[config.mk]
export PLATFORM = sky130hd
export DESIGN_NAME = road_crosser
export DESIGN_NICKNAME = d
export VERILOG_FILES = /design/src/road_pkg.sv /design/src/car_mover.sv /design/src/game_master.sv /design/src/game_memory.sv /design/src/player_mover.sv /design/src/rate_divider.sv /design/src/road_crosser.sv
export SDC_FILE = /design/constraint.sdc
export NUM_CORES = 1
export LEC_CHECK = 0
export BUFFER_PORTS_ARGS = -buffer_cell sky130_fd_sc_hd__buf_2
export CAP_MARGIN = 40
export CORE_AREA = 5 5 200 153
export CTS_CLUSTER_SIZE = 12
export DETAILED_ROUTE_END_ITERATION = 8
export DIE_AREA = 0 0 205 158
export HOLD_SLACK_MARGIN = 0.03
export PLACE_DENSITY = 0.85
export SETUP_SLACK_MARGIN = 0.2
export SLEW_MARGIN = 10
export SYNTH_ARGS = -nofsm -noshare
export SYNTH_HDL_FRONTEND = slang
export SYNTH_SLANG_ARGS = --single-unit
[constraint.sdc]
create_clock -name clock -period 4.3 [get_ports clock]
set_input_delay 0.215 -clock clock [delete_from_list [all_inputs] [get_ports clock]]
set_output_delay 0.215 -clock clock [all_outputs]
set_load 0.1 [all_outputs]
[src/road_pkg.sv]
// Shared constants, vector types, sprite structs and FSM states of the road-crossing game.
// Every RTL file pulls this in with a wildcard import in its module header.
`default_nettype none

package road_pkg;

    // Car slots and default movement pace
    localparam int CAR_COUNT           = 8;
    localparam int TICK_PERIOD_DEFAULT = 2_500_000;

    typedef logic [7:0] coord_x_t;
    typedef logic [6:0] coord_y_t;
    typedef logic [2:0] colour_t;
    typedef logic [3:0] lives_t;
    typedef logic [7:0] score_t;
    typedef logic [3:0] car_count_t;
    typedef logic [$clog2(CAR_COUNT)-1:0] car_idx_t;

    // Screen is 160 x 120, bottom rows are the safe zone
    localparam coord_x_t MAX_X      = 8'd159;
    localparam coord_y_t MAX_Y      = 7'd119;
    localparam coord_y_t SAFE_Y_MIN = 7'd100;

    // Start layout of the cars
    localparam coord_y_t CAR_LANE_BASE = 7'd11;
    localparam coord_y_t CAR_LANE_STEP = 7'd12;
    localparam coord_x_t CAR_X_STEP    = 8'd20;

    localparam coord_x_t PLAYER_START_X = 8'd80;
    localparam colour_t  PLAYER_COLOUR  = 3'd7;
    localparam colour_t  BLACK          = 3'd0;

    typedef struct packed {
        coord_x_t x;
        coord_y_t y;
        colour_t  colour;
    } sprite_t;

    typedef sprite_t [CAR_COUNT-1:0] car_array_t;

    // Direction keys, active low like the board buttons
    typedef struct packed {
        logic up;
        logic down;
        logic left;
        logic right;
    } move_keys_t;

    localparam sprite_t PLAYER_HOME = '{x: PLAYER_START_X, y: MAX_Y, colour: PLAYER_COLOUR};

    typedef enum logic [3:0] {
        S_CLEAR,
        S_LIVES_PRESS,
        S_LIVES_RELEASE,
        S_COUNT_PRESS,
        S_COUNT_RELEASE,
        S_INIT,
        S_FRAME,
        S_ERASE_CARS,
        S_ERASE_PLAYER,
        S_DRAW_CARS,
        S_DRAW_PLAYER,
        S_COLLIDE,
        S_CHECK
    } master_state_e;

    typedef enum logic [1:0] {
        MOVE_IDLE,
        MOVE_WAIT_TICK,
        MOVE_UPDATE
    } mover_state_e;

endpackage

`default_nettype wire

[src/car_mover.sv]
// Moves every visible car one column to the right per tick, wrapping back to column 0.
// The new array is offered to the game memory with a one-cycle load strobe.
`timescale 1ns/100ps
`default_nettype none

module car_mover
    import road_pkg::*;
(
    input  logic       clock,
    input  logic       rst_n,
    input  logic       game_active,
    input  logic       tick,
    input  car_array_t cars,
    output car_array_t cars_next,
    output logic       load_cars
);

    mover_state_e state;
    mover_state_e state_next;

    always_ff @(posedge clock or negedge rst_n)
    begin
        if (!rst_n)
            state <= MOVE_IDLE;
        else
            state <= state_next;
    end

    always_comb
    begin
        state_next = state;
        case (state)
            MOVE_IDLE:
                if (game_active)
                    state_next = MOVE_WAIT_TICK;
            MOVE_WAIT_TICK:
                if (!game_active)
                    state_next = MOVE_IDLE;
                else if (tick)
                    state_next = MOVE_UPDATE;
            MOVE_UPDATE:
                state_next = game_active ? MOVE_WAIT_TICK : MOVE_IDLE;
            default:
                state_next = MOVE_IDLE;
        endcase
    end

    // Colour 0 marks an empty slot, which stays where it is
    always_comb
    begin
        cars_next = cars;
        for (int i = 0; i < CAR_COUNT; i++)
        begin
            if (cars[i].colour != BLACK)
                cars_next[i].x = (cars[i].x == MAX_X) ? '0 : cars[i].x + 1'b1;
        end
    end

    assign load_cars = (state == MOVE_UPDATE) && game_active;

    // Load follows its tick by exactly one cycle
    assert property (@(posedge clock) disable iff (!rst_n)
        load_cars |-> game_active && $past(tick));

endmodule

`default_nettype wire

[src/game_master.sv]
// Main game controller. Clears the screen, takes lives and car count from the switches,
// then runs frames: erase, draw, score, collision and win checks. Pixels leave on plot.
`timescale 1ns/100ps
`default_nettype none

module game_master
    import road_pkg::*;
(
    input  logic       clock,
    input  logic       rst_n,
    input  logic       go,
    input  lives_t     switches,
    input  car_array_t cars,
    input  sprite_t    player,
    input  lives_t     lives,
    output logic       load_lives,
    output logic       load_count,
    output logic       init_game,
    output logic       load_score,
    output logic       player_home,
    output logic       lose_life,
    output score_t     new_score,
    output sprite_t    pixel,
    output logic       plot,
    output logic       game_active,
    output logic       game_won
);

    master_state_e state;
    coord_x_t      clr_x;
    coord_y_t      clr_y;
    car_idx_t      car_idx;
    logic          last_car;
    logic          hit;
    logic          emit;
    sprite_t       emit_pixel;

    // Frame being drawn, and what the previous frame left on screen
    car_array_t snap_cars;
    car_array_t drawn_cars;
    sprite_t    snap_player;
    sprite_t    drawn_player;

    assign last_car = car_idx == car_idx_t'(CAR_COUNT - 1);

    always_comb
    begin
        hit = 1'b0;
        for (int i = 0; i < CAR_COUNT; i++)
        begin
            if (snap_cars[i].colour != BLACK && snap_cars[i].x == snap_player.x &&
                snap_cars[i].y == snap_player.y)
                hit = 1'b1;
        end
    end

    assign load_lives  = (state == S_LIVES_RELEASE) && !go;
    assign load_count  = (state == S_COUNT_RELEASE) && !go;
    assign init_game   = state == S_INIT;
    assign load_score  = state == S_DRAW_PLAYER;
    assign lose_life   = (state == S_COLLIDE) && hit;
    assign player_home = lose_life;
    assign new_score   = score_t'(MAX_Y) - score_t'(snap_player.y);

    // Pixel for this cycle, registered onto the output below
    always_comb
    begin
        emit       = 1'b0;
        emit_pixel = '{x: clr_x, y: clr_y, colour: BLACK};
        case (state)
            S_CLEAR:
                emit = 1'b1;
            S_ERASE_CARS:
            begin
                emit              = drawn_cars[car_idx].colour != BLACK;
                emit_pixel        = drawn_cars[car_idx];
                emit_pixel.colour = BLACK;
            end
            S_ERASE_PLAYER:
            begin
                emit              = 1'b1;
                emit_pixel        = drawn_player;
                emit_pixel.colour = BLACK;
            end
            S_DRAW_CARS:
            begin
                emit       = snap_cars[car_idx].colour != BLACK;
                emit_pixel = snap_cars[car_idx];
            end
            S_DRAW_PLAYER:
            begin
                emit       = 1'b1;
                emit_pixel = snap_player;
            end
            default:
                emit = 1'b0;
        endcase
    end

    always_ff @(posedge clock or negedge rst_n)
    begin
        if (!rst_n)
        begin
            state       <= S_CLEAR;
            clr_x       <= '0;
            clr_y       <= '0;
            car_idx     <= '0;
            plot        <= 1'b0;
            game_active <= 1'b0;
            game_won    <= 1'b0;
        end
        else
        begin
            plot     <= emit;
            game_won <= 1'b0;
            case (state)
                // Raster scan, counters end back at zero for the next clear
                S_CLEAR:
                begin
                    if (clr_x == MAX_X)
                    begin
                        clr_x <= '0;
                        if (clr_y == MAX_Y)
                        begin
                            clr_y <= '0;
                            state <= S_LIVES_PRESS;
                        end
                        else
                            clr_y <= clr_y + 1'b1;
                    end
                    else
                        clr_x <= clr_x + 1'b1;
                end
                S_LIVES_PRESS:
                    if (go)
                        state <= S_LIVES_RELEASE;
                S_LIVES_RELEASE:
                    if (!go)
                        state <= S_COUNT_PRESS;
                S_COUNT_PRESS:
                    if (go)
                        state <= S_COUNT_RELEASE;
                S_COUNT_RELEASE:
                    if (!go)
                        state <= S_INIT;
                S_INIT:
                begin
                    game_active <= 1'b1;
                    state       <= S_FRAME;
                end
                S_FRAME:
                    state <= S_ERASE_CARS;
                // Index wraps to zero on its own after the last slot
                S_ERASE_CARS:
                begin
                    car_idx <= car_idx + 1'b1;
                    if (last_car)
                        state <= S_ERASE_PLAYER;
                end
                S_ERASE_PLAYER:
                    state <= S_DRAW_CARS;
                S_DRAW_CARS:
                begin
                    car_idx <= car_idx + 1'b1;
                    if (last_car)
                        state <= S_DRAW_PLAYER;
                end
                S_DRAW_PLAYER:
                    state <= S_COLLIDE;
                S_COLLIDE:
                    state <= S_CHECK;
                // Lives already reflect a hit from the previous cycle
                S_CHECK:
                begin
                    if (lives == '0)
                    begin
                        game_active <= 1'b0;
                        state       <= S_CLEAR;
                    end
                    else if (snap_player.y == '0)
                    begin
                        game_won    <= 1'b1;
                        game_active <= 1'b0;
                        state       <= S_CLEAR;
                    end
                    else
                        state <= S_FRAME;
                end
                default:
                    state <= S_CLEAR;
            endcase
        end
    end

    always_ff @(posedge clock)
    begin
        pixel <= emit_pixel;
        if (state == S_INIT)
        begin
            drawn_cars   <= '0;
            drawn_player <= PLAYER_HOME;
        end
        else if (state == S_FRAME)
        begin
            snap_cars   <= cars;
            snap_player <= player;
        end
        else if (state == S_DRAW_PLAYER)
        begin
            drawn_cars   <= snap_cars;
            drawn_player <= snap_player;
        end
    end

    assert property (@(posedge clock) disable iff (!rst_n)
        plot |-> pixel.x <= MAX_X && pixel.y <= MAX_Y);

    // Car lanes stay clear of the safe zone
    assert property (@(posedge clock) disable iff (!rst_n)
        plot && pixel.colour != BLACK && pixel.colour != PLAYER_COLOUR |-> pixel.y < SAFE_Y_MIN);

    assert property (@(posedge clock) disable iff (!rst_n)
        load_lives |=> lives == (($past(switches) == '0) ? lives_t'(1) : $past(switches)));

endmodule

`default_nettype wire

[src/game_memory.sv]
// Game state store: car array, player, lives, score and car count.
// Every load strobe takes effect on the next clock edge.
`timescale 1ns/100ps
`default_nettype none

module game_memory
    import road_pkg::*;
(
    input  logic       clock,
    input  logic       rst_n,
    input  logic       load_lives,
    input  logic       load_count,
    input  logic       init_game,
    input  logic       load_score,
    input  logic       player_home,
    input  logic       lose_life,
    input  logic       load_cars,
    input  logic       load_player,
    input  lives_t     switch_value,
    input  car_array_t cars_next,
    input  sprite_t    player_next,
    input  score_t     new_score,
    output car_array_t cars,
    output sprite_t    player,
    output lives_t     lives,
    output score_t     score,
    output car_count_t car_count
);

    // One car per lane, staggered columns, only the first count of them visible
    function automatic car_array_t start_cars(car_count_t count);
        car_array_t layout;
        for (int i = 0; i < CAR_COUNT; i++)
        begin
            layout[i].x = coord_x_t'(int'(CAR_X_STEP) * i);
            layout[i].y = coord_y_t'(int'(CAR_LANE_BASE) + int'(CAR_LANE_STEP) * i);
            layout[i].colour = (i < int'(count)) ? colour_t'(1 + i % 6) : BLACK;
        end
        return layout;
    endfunction

    always_ff @(posedge clock or negedge rst_n)
    begin
        if (!rst_n)
        begin
            lives     <= '0;
            score     <= '0;
            car_count <= '0;
        end
        else
        begin
            // Zero lives on the switches would end the game at once
            if (load_lives)
                lives <= (switch_value == '0) ? lives_t'(1) : switch_value;
            else if (lose_life && lives != '0)
                lives <= lives - 1'b1;

            if (load_count)
            begin
                if (switch_value > lives_t'(CAR_COUNT))
                    car_count <= car_count_t'(CAR_COUNT);
                else
                    car_count <= car_count_t'(switch_value);
            end

            if (init_game)
                score <= '0;
            else if (load_score)
                score <= new_score;
        end
    end

    always_ff @(posedge clock)
    begin
        if (init_game)
            cars <= start_cars(car_count);
        else if (load_cars)
            cars <= cars_next;

        // Home position wins over a step taken in the same cycle
        if (init_game || player_home)
            player <= PLAYER_HOME;
        else if (load_player)
            player <= player_next;
    end

endmodule

`default_nettype wire

[src/player_mover.sv]
// Steps the player one pixel per tick from the held direction key.
// Up wins over down, down over left, left over right; edge moves are dropped.
`timescale 1ns/100ps
`default_nettype none

module player_mover
    import road_pkg::*;
(
    input  logic       clock,
    input  logic       rst_n,
    input  logic       game_active,
    input  logic       tick,
    input  move_keys_t keys,
    input  sprite_t    player,
    output sprite_t    player_next,
    output logic       load_player
);

    mover_state_e state;
    mover_state_e state_next;
    logic         move_ok;

    always_ff @(posedge clock or negedge rst_n)
    begin
        if (!rst_n)
            state <= MOVE_IDLE;
        else
            state <= state_next;
    end

    always_comb
    begin
        state_next = state;
        case (state)
            MOVE_IDLE:
                if (game_active)
                    state_next = MOVE_WAIT_TICK;
            MOVE_WAIT_TICK:
                if (!game_active)
                    state_next = MOVE_IDLE;
                else if (tick)
                    state_next = MOVE_UPDATE;
            MOVE_UPDATE:
                state_next = game_active ? MOVE_WAIT_TICK : MOVE_IDLE;
            default:
                state_next = MOVE_IDLE;
        endcase
    end

    always_comb
    begin
        player_next = player;
        move_ok     = 1'b0;
        if (!keys.up)
        begin
            move_ok       = player.y != '0;
            player_next.y = player.y - 1'b1;
        end
        else if (!keys.down)
        begin
            move_ok       = player.y != MAX_Y;
            player_next.y = player.y + 1'b1;
        end
        else if (!keys.left)
        begin
            move_ok       = player.x != '0;
            player_next.x = player.x - 1'b1;
        end
        else if (!keys.right)
        begin
            move_ok       = player.x != MAX_X;
            player_next.x = player.x + 1'b1;
        end
    end

    assign load_player = (state == MOVE_UPDATE) && game_active && move_ok;

    // A step lands in memory unless a collision sent the player home
    assert property (@(posedge clock) disable iff (!rst_n)
        load_player |=> (player == $past(player_next)) || (player == PLAYER_HOME));

endmodule

`default_nettype wire

[src/rate_divider.sv]
// Movement pace generator. Pulses tick for one cycle every TICK_PERIOD clocks while
// enabled, and starts counting again from zero whenever enable drops.
`timescale 1ns/100ps
`default_nettype none

module rate_divider
    import road_pkg::*;
#(
    parameter int TICK_PERIOD = TICK_PERIOD_DEFAULT
) (
    input  logic clock,
    input  logic rst_n,
    input  logic enable,
    output logic tick
);

    localparam int COUNT_W = $clog2(TICK_PERIOD);

    logic [COUNT_W-1:0] count;

    always_ff @(posedge clock or negedge rst_n)
    begin
        if (!rst_n)
        begin
            count <= '0;
            tick  <= 1'b0;
        end
        else if (!enable)
        begin
            count <= '0;
            tick  <= 1'b0;
        end
        else if (count == COUNT_W'(TICK_PERIOD - 1))
        begin
            count <= '0;
            tick  <= 1'b1;
        end
        else
        begin
            count <= count + 1'b1;
            tick  <= 1'b0;
        end
    end

    assert property (@(posedge clock) disable iff (!rst_n) tick |=> !tick);

endmodule

`default_nettype wire

[src/road_crosser.sv]
// Road-crossing game top level. Connects the controller, game memory, both movers
// and the pace divider; pixels leave as a plot strobe with a sprite.
`timescale 1ns/100ps
`default_nettype none

module road_crosser
    import road_pkg::*;
#(
    parameter int TICK_PERIOD = TICK_PERIOD_DEFAULT
) (
    input  logic       clock,
    input  logic       rst_n,
    input  logic       go,
    input  lives_t     switches,
    input  move_keys_t keys,
    output sprite_t    pixel,
    output logic       plot,
    output logic       game_active,
    output logic       game_won,
    output lives_t     lives,
    output score_t     score
);

    logic       load_lives;
    logic       load_count;
    logic       init_game;
    logic       load_score;
    logic       player_home;
    logic       lose_life;
    logic       load_cars;
    logic       load_player;
    logic       tick;
    score_t     new_score;
    car_array_t cars;
    car_array_t cars_next;
    sprite_t    player;
    sprite_t    player_next;

    game_master u_master (
        .clock       (clock),
        .rst_n       (rst_n),
        .go          (go),
        .switches    (switches),
        .cars        (cars),
        .player      (player),
        .lives       (lives),
        .load_lives  (load_lives),
        .load_count  (load_count),
        .init_game   (init_game),
        .load_score  (load_score),
        .player_home (player_home),
        .lose_life   (lose_life),
        .new_score   (new_score),
        .pixel       (pixel),
        .plot        (plot),
        .game_active (game_active),
        .game_won    (game_won)
    );

    // Car count is only needed inside the memory for the start layout
    game_memory u_memory (
        .clock        (clock),
        .rst_n        (rst_n),
        .load_lives   (load_lives),
        .load_count   (load_count),
        .init_game    (init_game),
        .load_score   (load_score),
        .player_home  (player_home),
        .lose_life    (lose_life),
        .load_cars    (load_cars),
        .load_player  (load_player),
        .switch_value (switches),
        .cars_next    (cars_next),
        .player_next  (player_next),
        .new_score    (new_score),
        .cars         (cars),
        .player       (player),
        .lives        (lives),
        .score        (score),
        .car_count    ()
    );

    rate_divider #(
        .TICK_PERIOD (TICK_PERIOD)
    ) u_divider (
        .clock  (clock),
        .rst_n  (rst_n),
        .enable (game_active),
        .tick   (tick)
    );

    car_mover u_cars (
        .clock       (clock),
        .rst_n       (rst_n),
        .game_active (game_active),
        .tick        (tick),
        .cars        (cars),
        .cars_next   (cars_next),
        .load_cars   (load_cars)
    );

    player_mover u_player (
        .clock       (clock),
        .rst_n       (rst_n),
        .game_active (game_active),
        .tick        (tick),
        .keys        (keys),
        .player      (player),
        .player_next (player_next),
        .load_player (load_player)
    );

endmodule

`default_nettype wire

==> out/summary.md <==
The fraction of layout instances using a drive strength above 1 came out at 12.3%. The tools report the largest voltage drop on the vdd net as 0.000407 V. The run gives 0 as the final hold violation count.

The number of stages on the worst hold path was 5; the global-route wire length before repair was 63900 um. The run gives 2 as the number of levels the H-tree was split into. Counting flops with a built-in enable in the synthesized netlist gives 95. Overall power consumption after layout is estimated at 10.9 mW.

The die outline width is 205 um. The tools report the number of buffers inserted by post-CTS setup repair as 0. The number of buffers added by the clock tree synthesis step is 35, and the actual transition at the worst max-transition pin is 1.02 ns. For the count of distinct cell types in the synthesized netlist, the log shows 71. The worst setup path is launched from a flip-flop. In this run the mean area of a mapped cell was 11.1 sq um.

The via count of the routed design came out at 11800. The initial DRC count was 1777. After synthesis the netlist holds a flip-flop and latch count of 348. STA classifies the critical path endpoint as a flip-flop. The library cell used as clock root buffer was sky130_fd_sc_hd__clkbuf_16. The library cells used most frequently in the layout, excluding fill and tap cells, are 185 x sky130_fd_sc_hd__dfxtp_1, 125 x sky130_fd_sc_hd__nand2_1, 117 x sky130_fd_sc_hd__nor2_1.

For the final routed database, the setup TNS stands at 0 ns. The flow ran to the end, but the final reports show violations. After detailed routing, the average wire length per cell comes to 21.7 um. Worst hold-check path type: input pin to flip-flop. The global router's overall resource usage is 24.9%. For this design the top-level I/O count stands at 44. The final count of negative-setup-slack endpoints is 0. In this run the cell area of the synthesized design comes to 15700 sq um.

The die is 158 um tall. For the worst flop-to-flop path, the logic depth is 7. The launch instance of the worst min-delay path was keys[1]. For the clock skew after layout, the log shows 0.00989 ns.

The number of pins exceeding their max-slew limit in the final report was 0; the critical-path maximum fanout was 10. The reg-to-reg setup timing slack was 1.55 ns. The tree built by TritonCTS fans out to 348 sinks. The first detailed-routing pass took 9 iterations. In the routed design, unresolved DRC markers number 4. The most critical setup path has its startpoint at u_master.snap_player[13]. Counting flops with an async set or reset pin after synthesis yields a share of 19.5%. The analysis attributes to cell leakage a power of 6.56 nW.

The number of instances in the synthesized netlist is 1410, and the synthesis-to-layout area growth is 10.7%. The filler cells instantiated in the layout total 2151. TritonCTS built the clock tree.

The placed wire-length estimate after detailed placement was 27500 um; the number of nets in the final layout was 1488. The arrival time at the worst endpoint was 3.12 ns; the die footprint was 32400 sq um. The run gives 0 as the global route total overflow. The startpoint identified for the worst register-to-register timing path is u_master.snap_player[13]. In this run the tightest slew margin relative to its limit is 32.1%. The number of buffers inserted by port buffering works out to 43. The worst register-to-register path ends at u_memory.player[16].

The tools report the via count of the first global-routing pass as 11400. For this run, the top clock speed supported by timing is 363 MHz. Clock-pin slew was measured on the worst setup and hold paths at 0.06 ns. The number of warnings issued by yosys is 0, and the period utilization is 64.0%. The number of vias per cell is 6.34. Counting every net in the synthesized netlist gives 1453.

The tools report the endpoint of the worst hold-timing path as u_memory.player[17]. The number of antenna violations at the first check in global routing was 1. After detailed routing, the total wire length is 40400 um. In the synthesized netlist the dominant register cell turns out to be sky130_fd_sc_hd__dfxtp_1. The largest buffer count on any clock path was 3; the endpoint required time on the critical path was 4.67 ns.

The number of antenna diodes in the final layout is 0. The type of the worst setup path was flip-flop to flip-flop. Setup repair after global routing left no endpoint under its margin. The leading cell type in the layout, fill and taps excluded was sky130_fd_sc_hd__dfxtp_1. The tools report the initial cell density of the core as 54.8%. For the antenna violation net count after detailed routing, the log shows 0.

The floorplan step defined a core boundary enclosing 28600 sq um. The share of the Yosys chip area taken by registers is 52.7%. The sequential cell area is 8260 sq um, and the clock latency at the later pin of the worst-skew pair is 0.52 ns.

Row generation in the floorplan step produced 54 rows. Entering global routing, the biggest net connects 72 pins. The power density over the cells was 629 nW/um^2; the weighted congestion reported at the end of routability-driven placement was 0.983. The worst path in the final design needs a cycle of 2.75 ns, including I/O delays and setup. The final reports fail on design-rule violations. The area used by multi-input combinational logic was 6990 sq um; the count of max-cap constraint violations was 0.
-- through the flow --
step / cell area, sq um / util [%] / cells / worst slack [ns] / hold slack, ns
floorplan: 15700 / - / 1410 / 0.951 / -0.0806
global placement: 16200 / 56.6 / 1791 / 1.75 / 0.438
detailed placement: 16300 / 56.9 / 1795 / 1.62 / 0.183
CTS: 17300 / 60.7 / 1861 / 1.62 / 0.163
global route: 17300 / 60.7 / 1861 / 1.52 / 0.201
finish: 17300 / 60.7 / 1861 / 1.55 / 0.174
-- Yosys cell counts, types with 9 or more instances --
library cell | n | share of area, %
sky130_fd_sc_hd__ha_1 | 30 | 2.4
sky130_fd_sc_hd__nor2_1 | 120 | 2.9
sky130_fd_sc_hd__nor3_1 | 30 | 0.96
sky130_fd_sc_hd__inv_1 | 24 | 0.58
sky130_fd_sc_hd__buf_1 | 13 | 0.31
sky130_fd_sc_hd__edfxtp_1 | 95 | 18
sky130_fd_sc_hd__nand2_1 | 125 | 3.0
sky130_fd_sc_hd__dfxtp_1 | 185 | 24
sky130_fd_sc_hd__mux2_2 | 15 | 1.1
sky130_fd_sc_hd__o21ai_0 | 50 | 1.6
sky130_fd_sc_hd__a21o_1 | 9 | 0.43
sky130_fd_sc_hd__clkbuf_1 | 24 | 0.58
sky130_fd_sc_hd__mux2i_1 | 20 | 1.3
sky130_fd_sc_hd__o211ai_1 | 10 | 0.48
sky130_fd_sc_hd__and3_1 | 19 | 0.76
sky130_fd_sc_hd__xor2_1 | 47 | 2.6
sky130_fd_sc_hd__a222oi_1 | 9 | 0.58
sky130_fd_sc_hd__xnor2_1 | 104 | 5.8
sky130_fd_sc_hd__a21oi_1 | 60 | 1.9
sky130_fd_sc_hd__nand3_1 | 57 | 1.8
sky130_fd_sc_hd__mux4_2 | 35 | 5.0
sky130_fd_sc_hd__nand4_1 | 31 | 1.2
sky130_fd_sc_hd__buf_2 | 23 | 0.73
sky130_fd_sc_hd__a22o_1 | 80 | 4.5
sky130_fd_sc_hd__dfrtp_1 | 68 | 11
-- cell families after synthesis --
group                      synth area share (%)
and+or+nand+nor                            14.2
DFF                                        52.7
AOI/OAI and AO/OA                          11.7
xor gates and xnor gates                   8.44
buffers and inverters                      2.82
muxes                                      7.46
adders and majority gates                  2.65
-- flip-flops by register name (all words and copies together) (netlist names), 15 cells and up --
signal / cells
u_master.drawn_cars: 73
u_master.snap_cars: 72
u_memory.cars: 72
u_divider.count: 22
u_master.pixel: 18
u_master.drawn_player: 15
u_master.snap_player: 15
u_memory.player: 15
-- what timing repair did --
action | in CTS | in global routing
hold buffers | 5 | 0
gates resized for setup | 0 | 0
endpoints found under the hold margin | 75 | 0
-- metal layers --
layer,part of all wire (%),track usage (%)
met4,3.9,8.32
met5,0.13,1.19
met1,40,34.6
met3,13,8.07
met2,43,37.2
-- power breakdown --
group / switching [mW] / internal, mW
logic: 2.03 / 1.18
clock network: 1.24 / 1.61
registers: 0.763 / 4.08
-- final cells by class --
class	count	share of cell area, %
Clock inverter	1	0.0289
Sequential cell	348	47.6
Clock buffer	60	5.90
Inverter	25	0.541
Multi-Input combinational cell	966	40.3
Tap cell	392	2.83
Timing Repair Buffer	69	2.76
-- worst max-delay path by stage --
stage                                  to  slack, ns  cells past startpoint
global route          u_memory.player[16]       1.52                      7
global placement       u_master.pixel[11]       1.75                      5
floorplan           u_master.snap_cars[0]       0.95                      3
detailed placement    u_memory.player[16]       1.62                      7
CTS                   u_memory.player[16]       1.62                      7
finish                u_memory.player[16]       1.55                      7
-- worst max-delay path, stage by stage, from the launching register on --
cell and delay, ns:
sky130_fd_sc_hd__edfxtp_1 0.67, sky130_fd_sc_hd__xnor2_1 0.23, sky130_fd_sc_hd__nand3_1 0.13, sky130_fd_sc_hd__nor3_1 0.08, sky130_fd_sc_hd__nor4_2 0.63, sky130_fd_sc_hd__a21oi_1 0.25, sky130_fd_sc_hd__nor2_1 0.44, sky130_fd_sc_hd__o211ai_1 0.16
Note: power is estimated with default switching activity, not from simulation.
